`src/lspcPkg.sv`:
```
package lspcPkg;

	// ==================================================================
	// Widths with a meaning
	// ==================================================================

	// Word offset inside the CPU register window
	typedef logic [2:0] cpuAddr_t;

	// CPU data word
	typedef logic [15:0] cpuWord_t;

	// Video RAM word address
	typedef logic [15:0] vramAddr_t;

	// Horizontal pixel position
	typedef logic [8:0] pixelCount_t;

	// Raster line number
	typedef logic [8:0] raster_t;

	// Auto-animation frame divisor
	typedef logic [7:0] aaSpeed_t;

	// Auto-animation tile number
	typedef logic [2:0] aaCount_t;

	// ==================================================================
	// Register map and reset values
	// ==================================================================

	localparam cpuAddr_t regVramAddr = 3'd0;
	localparam cpuAddr_t regVramRw = 3'd1;
	localparam cpuAddr_t regVramMod = 3'd2;
	localparam cpuAddr_t regLspcMode = 3'd3;

	// Speed field sits in the upper byte of the mode word
	localparam int modeSpeedLsb = 8;

	localparam vramAddr_t vramModReset = '0;
	localparam aaSpeed_t aaSpeedReset = '0;

	// ==================================================================
	// Bundles
	// ==================================================================

	// CPU side, one-cycle strobes
	typedef struct packed {
		cpuAddr_t addr;
		cpuWord_t wrData;
		logic rd;
		logic wr;
	} cpuBus_t;

	// Register block to VRAM port
	typedef struct packed {
		logic loadAddr;
		logic writeData;
		cpuWord_t data;
	} vramCmd_t;

	// Raster position and timing pulses
	typedef struct packed {
		raster_t raster;
		logic lineStart;
		logic frameStart;
	} videoStatus_t;

endpackage
```
`src/lspcRegs.sv`:
```
`timescale 1ns/1ps

module lspcRegs (
	input logic CLK,
	input logic nRESETP,
	input lspcPkg::cpuBus_t cpuBus,
	input lspcPkg::videoStatus_t videoStatus,
	input lspcPkg::aaCount_t aaCount,
	input lspcPkg::cpuWord_t readAhead,
	output lspcPkg::vramCmd_t vramCmd,
	output lspcPkg::vramAddr_t vramMod,
	output lspcPkg::aaSpeed_t aaSpeed,
	output logic aaRestart,
	output lspcPkg::cpuWord_t rdData
);
	import lspcPkg::*;

	// Decoded write strobes
	logic wrVramAddr;
	logic wrVramRw;
	logic wrVramMod;
	logic wrLspcMode;

	// Mode register as seen by the CPU
	cpuWord_t modeWord;

	// Read word, selected in the strobe cycle
	cpuWord_t rdMux;

	// ==================================================================
	// Strobe decode
	// ==================================================================

	assign wrVramAddr = cpuBus.wr && (cpuBus.addr == regVramAddr);
	assign wrVramRw = cpuBus.wr && (cpuBus.addr == regVramRw);
	assign wrVramMod = cpuBus.wr && (cpuBus.addr == regVramMod);
	assign wrLspcMode = cpuBus.wr && (cpuBus.addr == regLspcMode);

	// VRAM commands, one cycle behind the strobe
	always_ff @(posedge CLK or negedge nRESETP) begin
		if (!nRESETP) begin
			vramCmd <= '0;
		end else begin
			vramCmd.loadAddr <= wrVramAddr;
			vramCmd.writeData <= wrVramRw;
			// Address or data, the port tells them apart by the pulse
			vramCmd.data <= cpuBus.wrData;
		end
	end

	// ==================================================================
	// Modulo and mode registers
	// ==================================================================

	always_ff @(posedge CLK or negedge nRESETP) begin
		if (!nRESETP) begin
			vramMod <= vramModReset;
		end else if (wrVramMod) begin
			vramMod <= cpuBus.wrData;
		end
	end

	always_ff @(posedge CLK or negedge nRESETP) begin
		if (!nRESETP) begin
			aaSpeed <= aaSpeedReset;
			aaRestart <= 1'b0;
		end else begin
			// Restart pulse lines up with the new speed
			aaRestart <= wrLspcMode;
			if (wrLspcMode) begin
				aaSpeed <= cpuBus.wrData[modeSpeedLsb +: $bits(aaSpeed_t)];
			end
		end
	end

	// ==================================================================
	// Read path
	// ==================================================================

	// Raster on top, tile number at the bottom
	assign modeWord = {videoStatus.raster, 4'b0000, aaCount};

	always_comb begin
		case (cpuBus.addr)
			regVramAddr: rdMux = readAhead;
			regVramRw: rdMux = readAhead;
			regVramMod: rdMux = vramMod;
			regLspcMode: rdMux = modeWord;
			// Unused words read as zero
			default: rdMux = '0;
		endcase
	end

	// Held until the next rd
	always_ff @(posedge CLK or negedge nRESETP) begin
		if (!nRESETP) begin
			rdData <= '0;
		end else if (cpuBus.rd) begin
			rdData <= rdMux;
		end
	end

endmodule

```
`config.mk`:
```
export PLATFORM = sky130hd
export DESIGN_NAME = lspcRegs
export DESIGN_NICKNAME = d
export VERILOG_FILES = /design/src/lspcPkg.sv /design/src/lspcRegs.sv
export SDC_FILE = /design/constraint.sdc
export NUM_CORES = 1
export LEC_CHECK = 0
export BUFFER_PORTS_ARGS = -buffer_cell sky130_fd_sc_hd__buf_4
export CORE_AREA = 3 3 56 109
export DETAILED_ROUTE_END_ITERATION = 7
export DIE_AREA = 0 0 59 112
export GPL_ROUTABILITY_DRIVEN = 0
export PLACE_DENSITY = 0.88
export REMOVE_ABC_BUFFERS = 1
export SYNTH_ARGS = -nofsm -noshare
export SYNTH_HDL_FRONTEND = slang
export SYNTH_SLANG_ARGS = --single-unit
```
`constraint.sdc`:
```
create_clock -name CLK -period 1.05 [get_ports CLK]
set_input_delay 0.105 -clock CLK [delete_from_list [all_inputs] [get_ports CLK]]
set_output_delay 0.105 -clock CLK [all_outputs]
set_load 0.1 [all_outputs]
```
-- After elaboration in Yosys (flattened, before gate mapping)
Cells that the tools add are included.
- flip-flop bits (word level): 59
- output and inout bits: 59
- word-level logic and storage cells: 17
- eq/ne operators: 3
- muxes and demuxes: 1
- reductions and logical operators: 6
- operator list (operator ; count):
    case mux 16 bit (3 select lines) ; 1
    equality test 3 x 2 -> 1 bit, second input constant ; 2
    logical AND 1 bit ; 4
    equality test 3 x 1 -> 1 bit, second input constant ; 1
    zero test 3 bit ; 1
    OR reduction 2 bit ; 1

-- Longest topological paths before layout
- depth after elaboration: 3
- depth in mapped cells: 5
- depth with buffers taken out: 2

-- Least setup slack after synthesis
No wires, ideal clock.
- path type: reg2reg
- from: register, netlist name rdData[3]
- to: register rdData[3]
- library setup time: 0.126 ns
- arrival: 1.239 ns
- setup slack: -0.315 ns
- cell stages (with the launch flop): 3
- path buffers: 0
- clock period less this slack: 1.365 ns
- cells stage by stage: dfrtp_1 -> nor2b_1 -> a221o_1
- RTL lines (item ; line ; text):
    end signal: assignment ; lspcRegs.sv:99 ; rdData <= rdMux;
    end: declaration ; lspcRegs.sv:14 ; output lspcPkg::cpuWord_t rdData

-- Worst setup path in the final report
- from: register rdData[5]
- to: output rdData[5]
No word-level cell between the ends.

==> reports/metrics.cfg <==
[status]
status = complete, but fails checks
violations = negative setup slack

[floorplan]
coreArea_um2 = 5420
ios = 112
fp.dieH_um = 112
die_area_um2 = 6610
die_x_um = 59
initial_utilization_pct = 44.9
rows = 38

[synthesis]
synth_cell_types = 22
synth_area_per_cell_um2 = 15.4
synth_area_leader_cell = dfrtp_1
synthTopCellsByArea = dfrtp_1, mux2_2, mux2_4, mux2i_1, nand4bb_1
yosysSeqAreaShare_pct = 60.6
synth_warnings = 0
synth_area_um2 = 2430
netlist_instances = 158
yosys_register_bits = 59
synth_top_area_share_pct = 60.6

[sta]
fin_ws_ps = -36.7
fin_crit_ps = 1090
slew_violations = 0
setup_viol = 2
hold_violations = 0
tns_ps = -44.6
period_share_pct = 103
rsz0062_at_grt = true
max_slew.worst_pin.slew_ps = 483
fmax_mhz = 920
finClkSkew_ps = 7.58
relSlewSlack_pct = 67.3

[grt]
grt_pass1_wl_um = 12400
track_usage_pct = 26.0
overflow = 0
grt_pass1_vias = 2376
antenna_found_initial = 0
grt_max_degree = 60

[clocking]
cts_max_path_buffers = 2
clk_latency_ps = 340
htree_levels = 3
cts_made_buffers = 9
cts_tree = yes
cts_sinks = 59
path_clk_slew_ps = 70
root_buffer = clkbuf_8

[worst_setup_path]
path_buf_inv = 1
end_kind = output pin
cp.arrival_ps = 980
crit_cells = 1
rr_worst_depth = 3
rr_endpoint = rdData[2]$_DFFE_PN0P_
start_kind = register
worstPathMaxFanout = 2
crit_path_start = rdData[5]$_DFFE_PN0P_
worstPathRequired_ps = 940
crit_path_max_incr_delay_ps = 440
cp_slowest_cell = dfrtp_1
crit_end = rdData[5]
crit-reg2reg-launch = vramMod[2]$_DFFE_PN0P_
crit_type = register to output pin
r2r_slack_ps = 40
path_delay_family = flip-flops
crit_path_cell_trace = buf_12

[cells_and_area]
area_delta_synth_final_pct = 87.9
layout_common_cells = buf_4, dfrtp_1, buf_12
num-nets-final = 383
final_core_util_pct = 84.4
antenna_cells = 0
fin_area_um2 = 4580
layout-drive-gt1-share_pct = 57.8
n_fill_cell = 272
layout_commonest_cell = buf_4

[route]
wl_per_cell_um = 21.1
drc_errors = 0
avgViaCountPerCell = 5.38
drt_iter0_markers = 98
ant_nets = 0
first_pass_iters = 4
routed_wl_um = 8310
vias = 2120

[power_and_ir_drop]
power.leakage_nw = 2.17
p_int_mw = 5.28
irDropWorstVdd_mv = 2.03
power_switching_mw = 3.97
clockPowerShare_pct = 18.6
comb_power_share_pct = 49.9
p_sw_share_pct = 43.0
power_mw = 9.25
share_seq_of_total_power_pct = 31.5
power_density_nw_per_um2 = 2020

[placement]
placed_cell_area_um2 = 3430
place_ws_ps = -245
portBuffers = 109
hpwlAfterDp_um = 4910

[job]
drv_cap = 0

[min_path]
min_path_type = input port to register

cell usage after synthesis:
cell type / number
clkbuf_1: 4
a221o_1: 4
dfrtp_1: 59
nor4bb_4: 1
buf_6: 2
nand3b_1: 1
or4bb_1: 3
nor3b_1: 1
mux2i_1: 12
nand4b_2: 1
buf_12: 1
nor4b_1: 1
buf_2: 3
mux2_2: 14
clkbuf_2: 1
nand4bb_1: 9
o211ai_1: 12
nand2b_1: 12
mux2_4: 10
inv_1: 1
nor2b_1: 4
nor4bb_1: 2
power groups by stage:
stage / registers [mW] / logic [mW] / clock network, mW
after detailed placement: 2.81 / 3.54 / 0
after floorplan: 4.99 / 0.402 / 0
after global placement: 2.79 / 3.50 / 0
after CTS: 2.88 / 4.44 / 1.77
final: 2.91 / 4.62 / 1.72
after global routing: 2.94 / 4.74 / 1.89
sequential cells by signal (all words and copies together), names as in the netlist:
name / cells
vramCmd: 18
aaSpeed: 8
vramMod: 16
aaRestart: 1
rdData: 16
final cells by class:
| class | count | area [um^2] | area share [%] |
|---|---|---|---|
| Inverter | 1 | 3.75 | 0.0820 |
| Tap cell | 60 | 75.1 | 1.64 |
| Timing Repair Buffer | 172 | 1980 | 43.2 |
| Clock buffer | 12 | 145 | 3.17 |
| Sequential cell | 59 | 1480 | 32.3 |
| Multi-Input combinational cell | 87 | 883 | 19.3 |
| Clock inverter | 3 | 15.0 | 0.328 |
worst min-delay path by stage:
stage / start / end / slack [ps] / cells past startpoint
after detailed placement: nRESETP / vramCmd[13]$_DFF_PN0_ / 120 / 2
after global routing: readAhead[4] / rdData[4]$_DFFE_PN0P_ / 10 / 2
after CTS: readAhead[4] / rdData[4]$_DFFE_PN0P_ / 10 / 2
after floorplan: nRESETP / aaRestart$_DFF_PN0_ / -190 / 0
after global placement: nRESETP / vramCmd[7]$_DFF_PN0_ / 110 / 2
final: readAhead[4] / rdData[4]$_DFFE_PN0P_ / 30 / 2
logic make-up after synthesis:
| logic type | count (synthesis) | share of synthesized area (%) |
|---|---|---|
| flip-flops | 59 | 60.6 |
| AO/OA/AOI/OAI | 16 | 5.34 |
| multiplexers | 36 | 17.6 |
| buffers and inverters | 12 | 3.34 |
| AND/OR/NAND/NOR | 35 | 13.1 |
per-stage QoR:
| stage | cells | hold slack, ps |
|---|---|---|
| final | 394 | 31.8 |
| after global routing | 394 | 11.0 |
| after CTS | 389 | 9.82 |
| after detailed placement | 335 | 118 |
| after global placement | 335 | 114 |
| after floorplan | 147 | -191 |
repair_timing:
item / 4_1_cts / 5_1_grt
setup buffers: 19 / 5
endpoints found under the setup margin: 59 / 47
resized for setup: 126 / 21
endpoints found under the hold margin: 82 / 0
gates cloned: 0 / 0
hold buffers: 20 / 0
per-layer routing:
| metal | share of wire (%) | wire, um | global-route usage (%) | vias to the layer above |
|---|---|---|---|---|
| met1 | 33 | 2740 | 27.9 | 1055 |
| li1 | - | - | - | 924 |
| met4 | 5.3 | 439 | 16.5 | 0 |
| met3 | 5.5 | 460 | 6.03 | 31 |
| met2 | 56 | 4670 | 43.9 | 110 |
| met5 | 0 | 0 | 0 | - |
Note: power is estimated with default switching activity, not from simulation.
