[config.mk]
export PLATFORM = sky130hd
export DESIGN_NAME = autoAnim
export DESIGN_NICKNAME = d
export VERILOG_FILES = /design/src/lspcPkg.sv /design/src/autoAnim.sv
export SDC_FILE = /design/constraint.sdc
export NUM_CORES = 1
export LEC_CHECK = 0
export BUFFER_PORTS_ARGS = -buffer_cell sky130_fd_sc_hd__buf_2
export CORE_UTILIZATION = 40
export CTS_CLUSTER_SIZE = 20
export DETAILED_ROUTE_END_ITERATION = 8
export PLACE_DENSITY = 0.68
export SLEW_MARGIN = 20
export SYNTH_ARGS = -nofsm -noshare
export SYNTH_HDL_FRONTEND = slang
export SYNTH_SLANG_ARGS = --single-unit
export TNS_END_PERCENT = 1
[constraint.sdc]
create_clock -name CLK -period 1.9 [get_ports CLK]
set_input_delay 0.095 -clock CLK [delete_from_list [all_inputs] [get_ports CLK]]
set_output_delay 0.095 -clock CLK [all_outputs]
set_load 0.01 [all_outputs]
[src/lspcPkg.sv]
package lspcPkg;

	// ==================================================================
	// Widths with a meaning
	// ==================================================================

	// Word offset inside the CPU register window
	typedef logic [2:0] cpuAddr_t;

	// CPU data word
	typedef logic [15:0] cpuWord_t;

	// Video RAM word address
	typedef logic [15:0] vramAddr_t;

	// Horizontal pixel position
	typedef logic [8:0] pixelCount_t;

	// Raster line number
	typedef logic [8:0] raster_t;

	// Auto-animation frame divisor
	typedef logic [7:0] aaSpeed_t;

	// Auto-animation tile number
	typedef logic [2:0] aaCount_t;

	// ==================================================================
	// Register map and reset values
	// ==================================================================

	localparam cpuAddr_t regVramAddr = 3'd0;
	localparam cpuAddr_t regVramRw = 3'd1;
	localparam cpuAddr_t regVramMod = 3'd2;
	localparam cpuAddr_t regLspcMode = 3'd3;

	// Speed field sits in the upper byte of the mode word
	localparam int modeSpeedLsb = 8;

	localparam vramAddr_t vramModReset = '0;
	localparam aaSpeed_t aaSpeedReset = '0;

	// ==================================================================
	// Bundles
	// ==================================================================

	// CPU side, one-cycle strobes
	typedef struct packed {
		cpuAddr_t addr;
		cpuWord_t wrData;
		logic rd;
		logic wr;
	} cpuBus_t;

	// Register block to VRAM port
	typedef struct packed {
		logic loadAddr;
		logic writeData;
		cpuWord_t data;
	} vramCmd_t;

	// Raster position and timing pulses
	typedef struct packed {
		raster_t raster;
		logic lineStart;
		logic frameStart;
	} videoStatus_t;

endpackage
[src/autoAnim.sv]
`timescale 1ns/1ps

module autoAnim (
	input logic CLK,
	input logic nRESETP,
	input logic frameStart,
	input lspcPkg::aaSpeed_t aaSpeed,
	input logic aaRestart,
	output lspcPkg::aaCount_t aaCount
);
	import lspcPkg::*;

	// Frames seen since the last tile step
	aaSpeed_t frameDiv;

	// One tile step every aaSpeed + 1 frames
	always_ff @(posedge CLK or negedge nRESETP) begin
		if (!nRESETP) begin
			frameDiv <= '0;
			aaCount <= '0;
		end else if (aaRestart) begin
			// New speed written, start the period over
			frameDiv <= '0;
		end else if (frameStart) begin
			if (frameDiv == aaSpeed) begin
				frameDiv <= '0;
				// Wraps modulo 8
				aaCount <= aaCount + 1'b1;
			end else begin
				frameDiv <= frameDiv + 1'b1;
			end
		end
	end

endmodule

# Word level (Yosys, flattened, before mapping)
# Index checks and enable logic that the tools add are counted.
dict set report op_classes {
  add_sub_neg 2
  eq_ne 1
  n_mux 3
  n_bitwise 1
  n_reduce_logical 2
}
# op count
set ops {}
lappend ops {{$mux W8} 3}
lappend ops {{$add A8 B1 Y8 const B} 1}
lappend ops {{$eq A8 B8 Y1} 1}
lappend ops {{$add A3 B1 Y3 const B} 1}
lappend ops {{$reduce_and A3 Y1} 1}
lappend ops {{$reduce_bool A2 Y1} 1}
lappend ops {{$not A1 Y1} 1}
dict set report word_totals {
  ff_bits 11
  inputBits 12
  output_inout_bits 3
  wordCells 11
}

# Depth between registers and ports, before layout
dict set report depth {
  ltp_word 4
  depth_mapped 6
  depth_no_buf 5
}

# Worst setup path after synthesis
# Ideal clock, no wire load.
dict set report synth_timing {
  path_kind {reg-to-reg}
  from {register frameDiv[6]}
  to {register frameDiv[0]}
  setup_ps 125
  arrival_time_ps 1266
  t_required_ps 1775
  slack_ps 509
  path_stages_with_launch 6
  n_path_buf 1
  period_less_slack_ps 1391
  cell_sequence {dfrtp_1 xnor2_1 nand4_1 o21a_1 buf_6 mux2_2}
}
dict set report synth_between {
  elab_chain_cells 4
}
# element line_no
set synth_rtl {}
lappend synth_rtl {{start: declaration} autoAnim.sv:14} ;# aaSpeed_t frameDiv;
lappend synth_rtl {{start signal: assignment} autoAnim.sv:30} ;# frameDiv <= frameDiv + 1'b1;
lappend synth_rtl {{$eq A8 B8 Y1} autoAnim.sv:25} ;# if (frameDiv == aaSpeed) begin
lappend synth_rtl {{$mux W8} autoAnim.sv:25}
lappend synth_rtl {{$mux W8} autoAnim.sv:24} ;# end else if (frameStart) begin
lappend synth_rtl {{$mux W8} autoAnim.sv:21} ;# end else if (aaRestart) begin
# Every way passes these cells. The select of a mux whose other input is x is not followed.
# A chain may end at the register's enable or synchronous reset.

# Worst setup path after layout
dict set report layout_timing {
  from {register frameDiv[2]}
  to {register frameDiv[3]}
}
dict set report layout_between {
  elab_chain_cells 4
  word_cells_on_any_way 5
  classes_between {add/sub: 1; eq/ne: 1; mux: 3}
}
# element line_no
set layout_rtl {}
lappend layout_rtl {{$add A8 B1 Y8 / $eq A8 B8 Y1 (equally long branches)} {autoAnim.sv:30, autoAnim.sv:25}}
lappend layout_rtl {{$mux W8 *} autoAnim.sv:25}
lappend layout_rtl {{$mux W8 *} autoAnim.sv:24}
lappend layout_rtl {{$mux W8 *} autoAnim.sv:21}
# Every way passes the cells marked *; elsewhere a longest branch is shown, timed or not. The select of a mux whose other input is x is not followed.

==> summary.md <==
| Metric | Value |
|---|---|
| Num Clock Sinks | 11 |
| Tcrit/Tclk final | 88.7% |
| Number of clock buffers inserted by TritonCTS | 3 |
| Design Power | 0.466 mW |
| Parity-gate share of the synthesized area counting xor and xnor cells | 16.5% |
| Clock tree from TritonCTS | done |
| DRC | 0 |
| Seq cells post-synth | 11 |
| Synth Warn # | 0 |
| Core Footprint | 1490 sq um |
| Placement row count | 14 |
| RSZ-0062 raised after global routing | false |
| Remaining Overflow, GRT | 0 |
| Total via count in the routed design | 501 |
| Number of cells on the worst hold path | 4 |
| Slew at the pin closest to its max-slew limit | 507 ps |
| Buffer cell driving the clock tree root | sky130_fd_sc_hd__clkbuf_4 |
| Worst path slowest cell | sky130_fd_sc_hd__dfrtp_1 |
| Largest clock skew in the final design | 0.851 ps |
| Total count of max-transition violations in the final report | 0 |
| Worst-path maximum fanout | 12 |
| Final hold violation count | 0 |
| Skew-Pair Late Insertion Delay | 270 ps |
| Maximum level of the CTS H-tree | 1 |
| Highest achievable clock rate | 594 MHz |
| HP Class | primary input to flop |
| Post-Syn Area | 636 sq um |
| Global-route wire length before repair | 2.18 mm |
| Run status | finished clean |
| Count of distinct cell types in the synthesized netlist | 20 |
| Worst EP arrival | 1850 ps |
| P&R area growth vs syn | 18.1% |
| Total power density per cell area | 621 nW/um^2 |
| Routed len/inst | 12.9 um |
| Via density per instance | 5.27 |
| Leading cell type in the layout, fill and taps excluded | sky130_fd_sc_hd__buf_2 |
| Data required time of the critical path | 2060 ps |
| Aggregate routed wire length | 1.23 mm |
| Leakage power figure | 0.357 nW |
| Capturing element type of the critical path | flop |
| Largest vdd supply drop | 0.417 mV |
| Clock input transition at the sequential cells of the worst setup and hold paths | 70 ps |
| Setup-failing EPs final | 0 |
| Slew headroom | 66.1% |
| Number of setup buffers added after CTS | 0 |
| Final total negative setup slack | 0 ps |
| Cell count after synthesis | 61 |
| Max-cap check violation count | 0 |
| Routability-driven placement congestion ratio | 0.797 |
| Dominant combinational cell family by area after synthesis | XOR/XNOR gates |
| Count of filler cells inserted in the layout | 145 |
| Number of diodes | 0 |
| Layout cells sized above 1 | 32.9% |
| Post-DP HPWL | 938 um |
| Count of instances resized after the clock tree is built | 0 |
| Chip width | 41.9 um |
| Cells along the critical path | xnor2_1 -> nand4_1 -> o21a_1 -> a21o_2 -> a22o_2 |
| 1st-iter DRT viols | 6 |
| Critical Path Max Stage Delay | 440 ps |
| Vias in the first global route | 481 |
| Starting density of the core | 42.7% |
| Number of cells after detailed placement | 90 |
| Simple-gate area share of the yosys netlist | 14.0% |
| Setup CP Type | flop to flop |
| Count of pins on the block boundary | 15 |
| Synthesized-area fraction occupied by ao, oa, aoi and oai cells | 14.2% |
| Cell Count, Final, Fillers Out | 95 |
| Overall Global Routing Usage | 16.8% |
| Antenna-violating nets left | 0 |
| Adder-Cell Fraction of Synth Area | 3.94% |
| Most used cells in the layout excluding fill and tap cells | sky130_fd_sc_hd__buf_2 (14), sky130_fd_sc_hd__dfrtp_1 (11), sky130_fd_sc_hd__xnor2_1 (10) |
| Synthesized area divided by synthesized cell count | 10.4 sq um |
| Clock Path Buffers | 2 |
| Initial DRT Pass Iterations | 4 |
| WP buf/inv | 0 |
| Chip Height | 41.9 um |
| Sequential area share after synthesis | 43.3% |
| Min cycle time layout | 1680 ps |
| Mapped Nets | 75 |
| Initial antenna violation count | 0 |
| Critical path launch point type | flop |
| Proportion of synthesized area in mux cells | 5.12% |
| Pin count of the biggest net entering global routing | 13 |
| Stages on the worst setup path | 5 |
| Count of hold buffers inserted by post-cts repair | 1 |
| Net count, final | 94 |
| Port Buffers | 14 |
| Delay-heaviest family, CP | compound AO/OA/AOI/OAI gates |
| Die area | 1750 sq um |
| Number of cells on the worst reg-to-reg path | 5 |
## registers in the layout, summed over array words and instances (netlist names)
name and cells:
frameDiv 8, aaCount 3
## power breakdown
group          switching [mW]  internal, mW
sequential            0.00614         0.239
clock                  0.0825        0.0813
combinational          0.0273        0.0298
total                   0.116         0.350
## cell type report
cell class | count | area (sq um) | share of cell area (%)
clock buffer | 4 | 26.3 | 3.50
inverter | 2 | 7.51 | 1.00
tap | 16 | 20.0 | 2.67
multi-input combinational | 47 | 342 | 45.5
timing repair buffer | 15 | 80.1 | 10.7
sequential | 11 | 275 | 36.7
## cells in the mapped netlist
| cell type | number | share of area (%) |
|---|---|---|
| sky130_fd_sc_hd__nor2_1 | 6 | 3.5 |
| sky130_fd_sc_hd__ha_1 | 2 | 3.9 |
| sky130_fd_sc_hd__a21oi_1 | 2 | 1.6 |
| sky130_fd_sc_hd__a21o_2 | 2 | 2.8 |
| sky130_fd_sc_hd__a22o_2 | 5 | 7.9 |
| sky130_fd_sc_hd__nand4_1 | 2 | 2.0 |
| sky130_fd_sc_hd__mux2_2 | 2 | 3.5 |
| sky130_fd_sc_hd__nand2_1 | 5 | 3.0 |
| sky130_fd_sc_hd__buf_6 | 1 | 1.8 |
| sky130_fd_sc_hd__dfrtp_1 | 11 | 43 |
| sky130_fd_sc_hd__xor2_1 | 2 | 2.8 |
| sky130_fd_sc_hd__mux2i_1 | 1 | 1.6 |
| sky130_fd_sc_hd__nand3_1 | 3 | 2.4 |
| sky130_fd_sc_hd__xnor2_1 | 10 | 14 |
| sky130_fd_sc_hd__or2_1 | 1 | 0.98 |
| sky130_fd_sc_hd__nor2b_1 | 1 | 0.98 |
| sky130_fd_sc_hd__nand3b_1 | 1 | 1.2 |
| sky130_fd_sc_hd__inv_1 | 2 | 1.2 |
| sky130_fd_sc_hd__o21a_1 | 1 | 1.2 |
| sky130_fd_sc_hd__o21ai_1 | 1 | 0.79 |
## worst reg2reg max path: cells and delay by family (launching register included)
| family | cells | cell delay, ps |
|---|---|---|
| and+or+nand+nor | 1 | 150 |
| DFF | 1 | 440 |
| xor gates and xnor gates | 1 | 190 |
| AOI/OAI and AO/OA | 3 | 790 |
## routing by layer
| layer | track usage, % | vias to the layer above | wire, um |
|---|---|---|---|
| li1 | - | 249 | - |
| met1 | 23.5 | 234 | 596 |
| met2 | 23.1 | 18 | 546 |
| met3 | 8.26 | 0 | 86 |
| met4 | 3.87 | 0 | 0 |
| met5 | 0 | - | 0 |
## metrics by stage
stage | utilization (%) | worst slack, ps | area [sq um] | hold WS (ps)
finish | 50.4 | 215 | 751 | 164
global route | 50.4 | 85.4 | 751 | 189
CTS | 50.4 | 212 | 751 | 162
detailed placement | 48.0 | 229 | 714 | -15.2
global placement | 48.0 | 280 | 714 | -15.7
floorplan | - | 509 | 636 | -201
## cells by family (layout without fill, tap and decap cells)
group	after synthesis	count (layout)
compound gates	11	11
xor+xnor	12	12
fa+ha+maj	2	2
buf+inv	3	21
flops	11	11
mux	3	3
simple gates	19	19
## final timing paths
kind / end / slack [ps] / startpoint
worst max-delay path: frameDiv[3]$_DFFE_PN0P_ / 220 / frameDiv[2]$_DFFE_PN0P_
worst min-delay path: aaCount[2]$_DFFE_PN0P_ / 160 / aaRestart
worst max register to register: frameDiv[3]$_DFFE_PN0P_ / 220 / frameDiv[2]$_DFFE_PN0P_
worst min register to register: aaCount[2]$_DFFE_PN0P_ / 470 / aaCount[2]$_DFFE_PN0P_
max in group asynchronous: frameDiv[0]$_DFFE_PN0P_ / 1470 / nRESETP
min in group asynchronous: frameDiv[2]$_DFFE_PN0P_ / 230 / nRESETP
Power figures use the tool's default switching activity.
