### config.mk
export PLATFORM = sky130hd
export DESIGN_NAME = videoCounters
export DESIGN_NICKNAME = d
export VERILOG_FILES = /design/src/lspcPkg.sv /design/src/videoCounters.sv
export SDC_FILE = /design/constraint.sdc
export NUM_CORES = 1
export LEC_CHECK = 0
export BUFFER_PORTS_ARGS = -buffer_cell sky130_fd_sc_hd__clkbuf_2
export CAP_MARGIN = 20
export CORE_ASPECT_RATIO = 1.1
export CORE_MARGIN = 2
export CORE_UTILIZATION = 40
export DETAILED_ROUTE_END_ITERATION = 6
export GPL_ROUTABILITY_DRIVEN = 0
export PLACE_DENSITY_LB_ADDON = 0.08
export RECOVER_POWER = 50
export SLEW_MARGIN = 40
export SYNTH_ARGS = -nofsm -noshare
export SYNTH_HDL_FRONTEND = slang
export SYNTH_SLANG_ARGS = --single-unit
### constraint.sdc
create_clock -name CLK -period 4.9 [get_ports CLK]
set_input_delay 1.47 -clock CLK [delete_from_list [all_inputs] [get_ports CLK]]
set_output_delay 1.47 -clock CLK [all_outputs]
set_load 0.05 [all_outputs]
### src/lspcPkg.sv
package lspcPkg;

	// ==================================================================
	// Widths with a meaning
	// ==================================================================

	// Word offset inside the CPU register window
	typedef logic [2:0] cpuAddr_t;

	// CPU data word
	typedef logic [15:0] cpuWord_t;

	// Video RAM word address
	typedef logic [15:0] vramAddr_t;

	// Horizontal pixel position
	typedef logic [8:0] pixelCount_t;

	// Raster line number
	typedef logic [8:0] raster_t;

	// Auto-animation frame divisor
	typedef logic [7:0] aaSpeed_t;

	// Auto-animation tile number
	typedef logic [2:0] aaCount_t;

	// ==================================================================
	// Register map and reset values
	// ==================================================================

	localparam cpuAddr_t regVramAddr = 3'd0;
	localparam cpuAddr_t regVramRw = 3'd1;
	localparam cpuAddr_t regVramMod = 3'd2;
	localparam cpuAddr_t regLspcMode = 3'd3;

	// Speed field sits in the upper byte of the mode word
	localparam int modeSpeedLsb = 8;

	localparam vramAddr_t vramModReset = '0;
	localparam aaSpeed_t aaSpeedReset = '0;

	// ==================================================================
	// Bundles
	// ==================================================================

	// CPU side, one-cycle strobes
	typedef struct packed {
		cpuAddr_t addr;
		cpuWord_t wrData;
		logic rd;
		logic wr;
	} cpuBus_t;

	// Register block to VRAM port
	typedef struct packed {
		logic loadAddr;
		logic writeData;
		cpuWord_t data;
	} vramCmd_t;

	// Raster position and timing pulses
	typedef struct packed {
		raster_t raster;
		logic lineStart;
		logic frameStart;
	} videoStatus_t;

endpackage
### src/videoCounters.sv
`timescale 1ns/1ps

module videoCounters #(
	parameter int pixelsPerLine = 384,
	parameter int linesPerFrame = 264,
	parameter int hSyncPixels = 32,
	parameter int vSyncLines = 8
) (
	input logic CLK,
	input logic nRESETP,
	output lspcPkg::videoStatus_t videoStatus,
	output logic hSync,
	output logic vSync
);
	import lspcPkg::*;

	// Counter limits in counter width
	localparam pixelCount_t lastPixel = pixelCount_t'(pixelsPerLine - 1);
	localparam raster_t lastLine = raster_t'(linesPerFrame - 1);
	localparam pixelCount_t hSyncEnd = pixelCount_t'(hSyncPixels);
	localparam raster_t vSyncEnd = raster_t'(vSyncLines);

	pixelCount_t pixel;
	raster_t raster;

	// Last pixel of a line, last pixel of a frame
	logic lineEnd;
	logic frameEnd;

	logic lineStart;
	logic frameStart;

	assign lineEnd = (pixel == lastPixel);
	assign frameEnd = lineEnd && (raster == lastLine);

	// ==================================================================
	// Pixel and raster counters
	// ==================================================================

	always_ff @(posedge CLK or negedge nRESETP) begin
		if (!nRESETP) begin
			pixel <= '0;
			raster <= '0;
		end else if (lineEnd) begin
			pixel <= '0;
			// Raster steps together with the pixel wrap
			if (frameEnd) begin
				raster <= '0;
			end else begin
				raster <= raster + 1'b1;
			end
		end else begin
			pixel <= pixel + 1'b1;
		end
	end

	// Pulses high while pixel is back at zero
	always_ff @(posedge CLK or negedge nRESETP) begin
		if (!nRESETP) begin
			lineStart <= 1'b0;
			frameStart <= 1'b0;
		end else begin
			lineStart <= lineEnd;
			frameStart <= frameEnd;
		end
	end

	// ==================================================================
	// Sync outputs
	// ==================================================================

	// Active low, one cycle behind the counters
	always_ff @(posedge CLK or negedge nRESETP) begin
		if (!nRESETP) begin
			hSync <= 1'b0;
			vSync <= 1'b0;
		end else begin
			hSync <= (pixel >= hSyncEnd);
			vSync <= (raster >= vSyncEnd);
		end
	end

	assign videoStatus = '{raster: raster, lineStart: lineStart, frameStart: frameStart};

endmodule

-- After elaboration in Yosys (flattened, before gate mapping)
Cells that the tools add are included.
- $add $sub $neg: 2
- magnitude comparators: 2
- equal/unequal tests: 2
- multiplexer cells: 2
- reductions and logical operators: 1
- operators by type and width (cell ; count):
    9-bit by 1-bit adder with 9-bit output, second input constant ; 2
    9-bit equality test, second input constant ; 2
    9-bit 2-to-1 mux ; 2
    9-bit by 4-bit >= comparator with 1-bit output, second input constant ; 1
    9-bit by 6-bit >= comparator with 1-bit output, second input constant ; 1
    1-bit logical AND ; 1
- flip-flop bits (word level): 22
- input bits: 2
- output and inout bits: 13
- word-level logic and storage cells: 15

-- Longest topological paths before layout
Gate-level depths: netlist of run 1.
- depth after elaboration: 3
- gate-level depth with buffers: 7
- depth with buffers taken out: 6

-- Least setup slack after synthesis of run 1
No wires, ideal clock.
- path kind: register -> output
- from: register raster[4]
- to: output port videoStatus[6] (netlist bit)
- arrival time: 731 ps
- required time: 3430 ps
- path slack: 2699 ps
- cell stages (with the launch flop): 1
- path buffers: 0
- cell sequence: dfrtp_1
- RTL lines (what ; RTL line ; source):
    from (decl) ; videoCounters.sv:24 ; raster_t raster;
    from (signal assigned) ; videoCounters.sv:50 ; raster <= raster + 1'b1;
    to (decl) ; videoCounters.sv:11 ; output lspcPkg::videoStatus_t videoStatus,
No word-level cell between the ends.

-- Worst setup path after layout of run 1
- from: register raster[4]
- to: output port videoStatus[6] (netlist bit)
No word-level cell between the ends.

==> results of run 1 <==
synth_stat cells, types with 3 or more instances:
| cell type | instances | share of area, % |
|---|---|---|
| sky130_fd_sc_hd__xnor2_1 | 6 | 5.1 |
| sky130_fd_sc_hd__xor2_1 | 3 | 2.5 |
| sky130_fd_sc_hd__dfrtp_1 | 22 | 53 |
| sky130_fd_sc_hd__ha_1 | 4 | 4.8 |
| sky130_fd_sc_hd__nand4_1 | 4 | 2.4 |
| sky130_fd_sc_hd__nand2_1 | 6 | 2.2 |
| sky130_fd_sc_hd__o21ai_0 | 4 | 1.9 |
| sky130_fd_sc_hd__nor3_1 | 3 | 1.4 |
| sky130_fd_sc_hd__nand3_1 | 7 | 3.4 |
| sky130_fd_sc_hd__inv_1 | 5 | 1.8 |
| sky130_fd_sc_hd__nor2_1 | 5 | 1.8 |
metrics by stage:
step | utilization [%] | hold WS (ns) | instances | instance area, um2 | setup slack [ns]
6_report | 47.7 | 0.522 | 139 | 1180 | 2.25
5_1_grt | 47.7 | 0.564 | 139 | 1180 | 2.22
4_1_cts | 47.7 | 0.522 | 139 | 1180 | 2.25
3_5_place_dp | 45.6 | 0.504 | 135 | 1130 | 2.61
3_3_place_gp | 45.6 | 0.497 | 135 | 1130 | 2.62
2_1_floorplan | - | 0.469 | 93 | 1040 | 2.70
worst min path at each step:
stage	cells after the start	from	slack, ns	end
final	1	pixel[0]$_DFF_PN0_	0.52	pixel[0]$_DFF_PN0_
after global placement	1	pixel[0]$_DFF_PN0_	0.50	pixel[0]$_DFF_PN0_
after CTS	1	pixel[0]$_DFF_PN0_	0.52	pixel[0]$_DFF_PN0_
after global routing	1	pixel[0]$_DFF_PN0_	0.56	pixel[0]$_DFF_PN0_
after detailed placement	1	pixel[0]$_DFF_PN0_	0.50	pixel[0]$_DFF_PN0_
after floorplan	1	pixel[0]$_DFF_PN0_	0.47	pixel[0]$_DFF_PN0_
sequential cells by signal, summed over array words and instances, names as in the netlist:
signal / flops
raster: 9
vSync: 1
frameStart: 1
hSync: 1
pixel: 9
lineStart: 1
report_power, final:
group          switching (uW)  total (uW)  internal [uW]
combinational            3.42        3.57          0.150
clock                    55.7         138           82.6
sequential                  0         182            182
total                    59.2         323            264
logic make-up (layout without fill, tap and decap cells):
| kind of cell | Yosys count | count (layout) |
|---|---|---|
| simple gates | 37 | 37 |
| flops | 22 | 22 |
| compound gates | 10 | 10 |
| xor+xnor | 9 | 9 |
| buf+inv | 9 | 24 |
| fa+ha+maj | 4 | 4 |
| mux | 2 | 2 |
worst register-to-register path, stage by stage, from the launching register on:
cell                      delay (ns)
sky130_fd_sc_hd__dfrtp_1        0.43
sky130_fd_sc_hd__ha_1           0.24
sky130_fd_sc_hd__nand4_1        0.09
sky130_fd_sc_hd__or3_1          0.45
sky130_fd_sc_hd__inv_1          0.22
sky130_fd_sc_hd__nand2_2        0.08
sky130_fd_sc_hd__mux2_4         0.30
layer usage:
metal | up-vias | wire [um] | share of wire (%) | track usage, %
li1 | 348 | - | - | -
met1 | 366 | 837 | 46 | 19.1
met2 | 13 | 902 | 50 | 22.9
met3 | 2 | 43 | 2.4 | 2.36
met4 | 0 | 17 | 0.94 | 5.49
met5 | - | 0 | 0 | 0
final cells by class:
class	count	area [um2]	share of cell area, %
clock buffer	3	22.5	1.91
clock inverter	1	30.0	2.55
inverter	6	22.5	1.91
multi-input combinational	62	445	37.8
sequential	22	551	46.7
tap	31	38.8	3.29
timing repair buffer	14	68.8	5.84
==> metrics.log, run 1 <==
[metrics] area of the core: 2470 um2
[metrics] cell chain of the critical path: clkbuf_2
[metrics] maximum level of the CTS H-tree: 1
[metrics] maximum number of pins on one net before global-route repair: 23
[metrics] clock sink count: 22
[metrics] kind of start point of the critical path: flop
[metrics] count of standard-cell rows: 19
[metrics] Main synth FF type: sky130_fd_sc_hd__dfrtp_1
[metrics] final worst path period need: 2.65 ns
[metrics] Power per Cell Area: 274 nW/um2
[metrics] number of fillers in the final layout: 241
[metrics] Die Height: 57.4 um
[metrics] port buffer count: 14
[metrics] count of unique library cells instantiated by Yosys: 32
[metrics] number of diodes added for antenna fixing: 0
[metrics] leakage component of the power: 0.000565 uW
[metrics] mean area per synthesized cell: 11.2 um2
[metrics] r2r setup slk: 2.99 ns
[metrics] combinational family with the most area after synthesis: simple AND/OR/NAND/NOR gates
[metrics] Post-synth EDFFs: 0
[metrics] CTS resizes: 0
[metrics] first-pass GRT wire length: 3200 um
[metrics] part of the Yosys area used for sequential elements: 53.0%
[metrics] Largest delay share family, worst path: flip-flops
[metrics] Clk Latency, worst-skew pair: 0.30 ns
[metrics] Synth Area in Simple Gates: 20.8%
[metrics] via density per instance: 5.24
[metrics] Clk pin slew, worst setup/hold paths: 0.13 ns
[metrics] count of nets left with antenna violations after detail routing: 0
[metrics] effective utilization at floorplan: 42.0%
[metrics] mean routed wirelength per cell: 13.0 um
[metrics] mux contribution to synthesized area: 2.89%
[metrics] critical path depth: 1
[metrics] area delta synth->final: 13.5%
[metrics] area of the mapped netlist: 1040 um2
[metrics] required time at the endpoint of the critical path: 3.43 ns
[metrics] crit path buf inv count: 1
[metrics] clk_skew: 0.00351 ns
[metrics] Critical Path Max Stage Delay: 0.54 ns
[metrics] placed wire-length estimate: 1320 um
[metrics] final net count: 115
[metrics] final-layout setup total negative slack: 0 ns
[metrics] number of antenna violations at the first check in global routing: 0
[metrics] CTS tree: yes
[metrics] Final Routed Wirelength: 1800 um
[metrics] arrival time of data at the critical path endpoint: 1.18 ns
[metrics] clock root cell: sky130_fd_sc_hd__clkbuf_4
[metrics] DIE AREA: 3020 um2
[metrics] number of hold violations in the final report: 0
[metrics] area fraction in compound gates after synthesis: 6.75%
[metrics] synth warn: 0
[metrics] first drt pass iteration count: 4
[metrics] worst setup path endpoint: videoStatus[6]
[metrics] routed vias: 729
[metrics] timing startpoint of the critical path: raster[4]$_DFFE_PN0N_
[metrics] final count of pins violating max slew: 0
[metrics] RSZ-0062 raised after global routing: no
[metrics] area share of fa/ha/maj cells after synthesis: 4.82%
[metrics] worst setup path category: reg -> out
[metrics] Slew Limit Headroom: 21.1%
[metrics] run status: completed
[metrics] CTS buffer count: 3
[metrics] Post-CTS Hold Buffers: 0
[metrics] kind of end point of the critical path: output port
[metrics] most frequent cells in the layout: sky130_fd_sc_hd__dfrtp_1 (22), sky130_fd_sc_hd__clkbuf_2 (13), sky130_fd_sc_hd__nand3_1 (7)
[metrics] maximum capacitance violations: 0
[metrics] Max clock buf depth: 2
[metrics] Setup Viol. Count Final: 0
[metrics] Worst Path Max Fanout: 8
[metrics] Die Span X: 52.6 um
[metrics] via count of the first global-routing pass: 696
[metrics] overall routing resource usage: 14.2%
[metrics] post-CTS setup-driven buffer insertion count: 0
[metrics] startpoint of the worst-slack reg-to-reg timing path: pixel[0]$_DFF_PN0_
[metrics] most common library cell in the layout ignoring fill and taps: sky130_fd_sc_hd__dfrtp_1
[metrics] worst flop-to-flop path endpoint: raster[3]$_DFFE_PN0N_
[metrics] share of async-settable or async-resettable flops after synthesis: 100%
[metrics] #FFs+latches synth: 22
[metrics] drt initial violations: 13
[metrics] post-synthesis share of cell area spent on xor and xnor gates: 7.59%
[metrics] highest clock frequency the design can meet: 378 MHz
[metrics] library cell contributing the largest single delay on the critical path: sky130_fd_sc_hd__dfrtp_1
[metrics] share of post-route cells with drive strength above 1: 24.1%
[metrics] transition at the pin with the smallest max-transition slack: 1.18 ns
[metrics] remaining global-route overflow: 0
[metrics] path depth of the worst reg2reg path: 6
[metrics] post-route fraction of the period consumed by the critical path: 54.0%
[metrics] number of primary I/O pins: 15
[metrics] worst min-delay path class: reg -> reg
[metrics] number of nets produced by synthesis: 99
[metrics] post-synthesis instance total: 93
[metrics] Total Power: 323 uW
[metrics] Worst IR Drop VDD: 0.148 mV
[metrics] number of DRC violations after detailed routing: 0
Power figures use the tool's default switching activity.
==> inputs of run 2 (changes only) <==
- clock period: 4.9 -> 2.3 ns (I/O delays scaled with it)
==> run 2 against run 1 <==
Final cell count unchanged. Highest routed layer unchanged. Setup slack got worse by 1.9 ns. Via count is 4.7% lower. Clock skew up 0.0020 ns. Sequential share of layout area stayed put. Design area unchanged.
==> metrics.log, run 2 (synthesis gave the netlist of run 1 again) <==
[metrics] worst hold start: pixel[0]$_DFF_PN0_
[metrics] Worst Path Max Fanout: 8
[metrics] required time at the endpoint of the critical path: 1.61 ns
[metrics] most common library cell in the layout ignoring fill and taps: sky130_fd_sc_hd__dfrtp_1
[metrics] share of post-route cells with drive strength above 1: 25.0%
[metrics] placed wire-length estimate: 1330 um
[metrics] remaining global-route overflow: 0
[metrics] maximum level of the CTS H-tree: 1
[metrics] registers with the most flip-flops: pixel: 9 flops, raster: 9 flops
[metrics] final net count: 115
[metrics] first drt pass iteration count: 4
[metrics] library cell contributing the largest single delay on the critical path: sky130_fd_sc_hd__dfrtp_1
[metrics] highest clock frequency the design can meet: 527 MHz
[metrics] Placement Cell Area: 1130 um2
[metrics] Die Span X: 52.6 um
[metrics] Max clock buf depth: 2
[metrics] count of standard-cell rows: 19
[metrics] Die Height: 57.4 um
[metrics] area of the core: 2470 um2
[metrics] Slew Limit Headroom: 23.7%
[metrics] Clk Latency, worst-skew pair: 0.31 ns
[metrics] number of diodes added for antenna fixing: 0
[metrics] Critical Path Max Stage Delay: 0.56 ns
[metrics] effective utilization at floorplan: 42.0%
[metrics] Power per Cell Area: 586 nW/um2
[metrics] CTS resizes: 0
[metrics] final worst path period need: 1.90 ns
[metrics] arrival time of data at the critical path endpoint: 1.21 ns
[metrics] number of hold violations in the final report: 0
[metrics] CTS buffer count: 3
[metrics] RSZ-0062 raised after global routing: no
[metrics] via count of the first global-routing pass: 681
[metrics] worst min-delay path class: reg -> reg
[metrics] CTS tree: yes
[metrics] number of DRC violations after detailed routing: 0
[metrics] kind of start point of the critical path: flop
[metrics] clock root cell: sky130_fd_sc_hd__clkbuf_4
[metrics] post-route fraction of the period consumed by the critical path: 82.5%
[metrics] DIE AREA: 3020 um2
[metrics] timing startpoint of the critical path: raster[4]$_DFFE_PN0N_
[metrics] most frequent cells in the layout: sky130_fd_sc_hd__dfrtp_1 (22), sky130_fd_sc_hd__clkbuf_2 (13), sky130_fd_sc_hd__nand3_1 (7), sky130_fd_sc_hd__nand2_1 (6), sky130_fd_sc_hd__xnor2_1 (6)
[metrics] maximum capacitance violations: 0
[metrics] worst setup path category: reg -> out
[metrics] mean routed wirelength per cell: 13.1 um
[metrics] Post-CTS Hold Buffers: 0
[metrics] area delta synth->final: 13.5%
[metrics] startpoint of the worst-slack reg-to-reg timing path: pixel[0]$_DFF_PN0_
[metrics] transition at the pin with the smallest max-transition slack: 1.14 ns
[metrics] count of nets left with antenna violations after detail routing: 0
[metrics] Placed Cells incl. Taps: 135
[metrics] clk_skew: 0.00555 ns
[metrics] Setup Viol. Count Final: 0
[metrics] routed vias: 695
[metrics] crit path buf inv count: 1
[metrics] clock sink count: 22
[metrics] via density per instance: 5.00
[metrics] drt initial violations: 6
[metrics] count of placed standard cells in the final layout, fillers left out: 139
[metrics] number of fillers in the final layout: 242
[metrics] Clk pin slew, worst setup/hold paths: 0.12 ns
[metrics] number of antenna violations at the first check in global routing: 0
[metrics] final count of pins violating max slew: 0
[metrics] overall routing resource usage: 13.8%
[metrics] Largest delay share family, worst path: flip-flops
[metrics] leakage component of the power: 0.000562 uW
[metrics] final-layout setup total negative slack: 0 ns
[metrics] r2r setup slk: 0.51 ns
[metrics] number of primary I/O pins: 15
[metrics] Final Routed Wirelength: 1830 um
[metrics] cell area after layout: 1180 um2
[metrics] post-CTS setup-driven buffer insertion count: 0
[metrics] maximum number of pins on one net before global-route repair: 23
[metrics] Worst IR Drop VDD: 0.286 mV
[metrics] first-pass GRT wire length: 3080 um
[metrics] cell chain of the critical path: clkbuf_2
[metrics] Hold Slack: 0.520 ns
[metrics] run status: completed
[metrics] port buffer count: 14
[metrics] kind of end point of the critical path: output port
run 2: cell counts in the layout (fill, tap and decap cells not counted):
Identical to the previous run, type by type.
run 2: path summary, 6_finish.rpt:
check / to / depth (start not counted)
max in group asynchronous: pixel[3]$_DFF_PN0_ / 1
hold / removal: pixel[0]$_DFF_PN0_ / 1
hold reg to reg: pixel[0]$_DFF_PN0_ / 1
min in group asynchronous: frameStart$_DFF_PN0_ / 1
setup / recovery: videoStatus[6] / 1
setup reg to reg: raster[3]$_DFFE_PN0N_ / 6
run 2: layout make-up:
| class | instances | area (um2) | area share, % |
|---|---|---|---|
| timing repair buffer | 14 | 68.8 | 5.84 |
| clock inverter | 1 | 30.0 | 2.55 |
| tap | 31 | 38.8 | 3.29 |
| multi-input combinational | 62 | 445 | 37.8 |
| inverter | 6 | 22.5 | 1.91 |
| clock buffer | 3 | 22.5 | 1.91 |
| sequential | 22 | 551 | 46.7 |
run 2: layer usage:
layer	routed length, um	global-route usage (%)	vias up
met2	885	22.0	11
li1	-	-	352
met5	0	0	-
met1	874	17.6	330
met3	48	2.36	2
met4	18	7.69	0
run 2: through the flow:
step           worst slack (ns)  utilization (%)  power, uW
3_3_place_gp              0.571             45.6        402
6_report                  0.403             47.7        691
2_1_floorplan             0.440                -        394
4_1_cts                   0.380             47.7        703
3_5_place_dp              0.534             45.6        403
5_1_grt                   0.342             47.7        718
run 2: power by group:
group,total [uW],switching (uW),internal [uW]
clock network,296,120,176
logic,7.36,7.04,0.321
registers,387,0,387
total,691,127,563
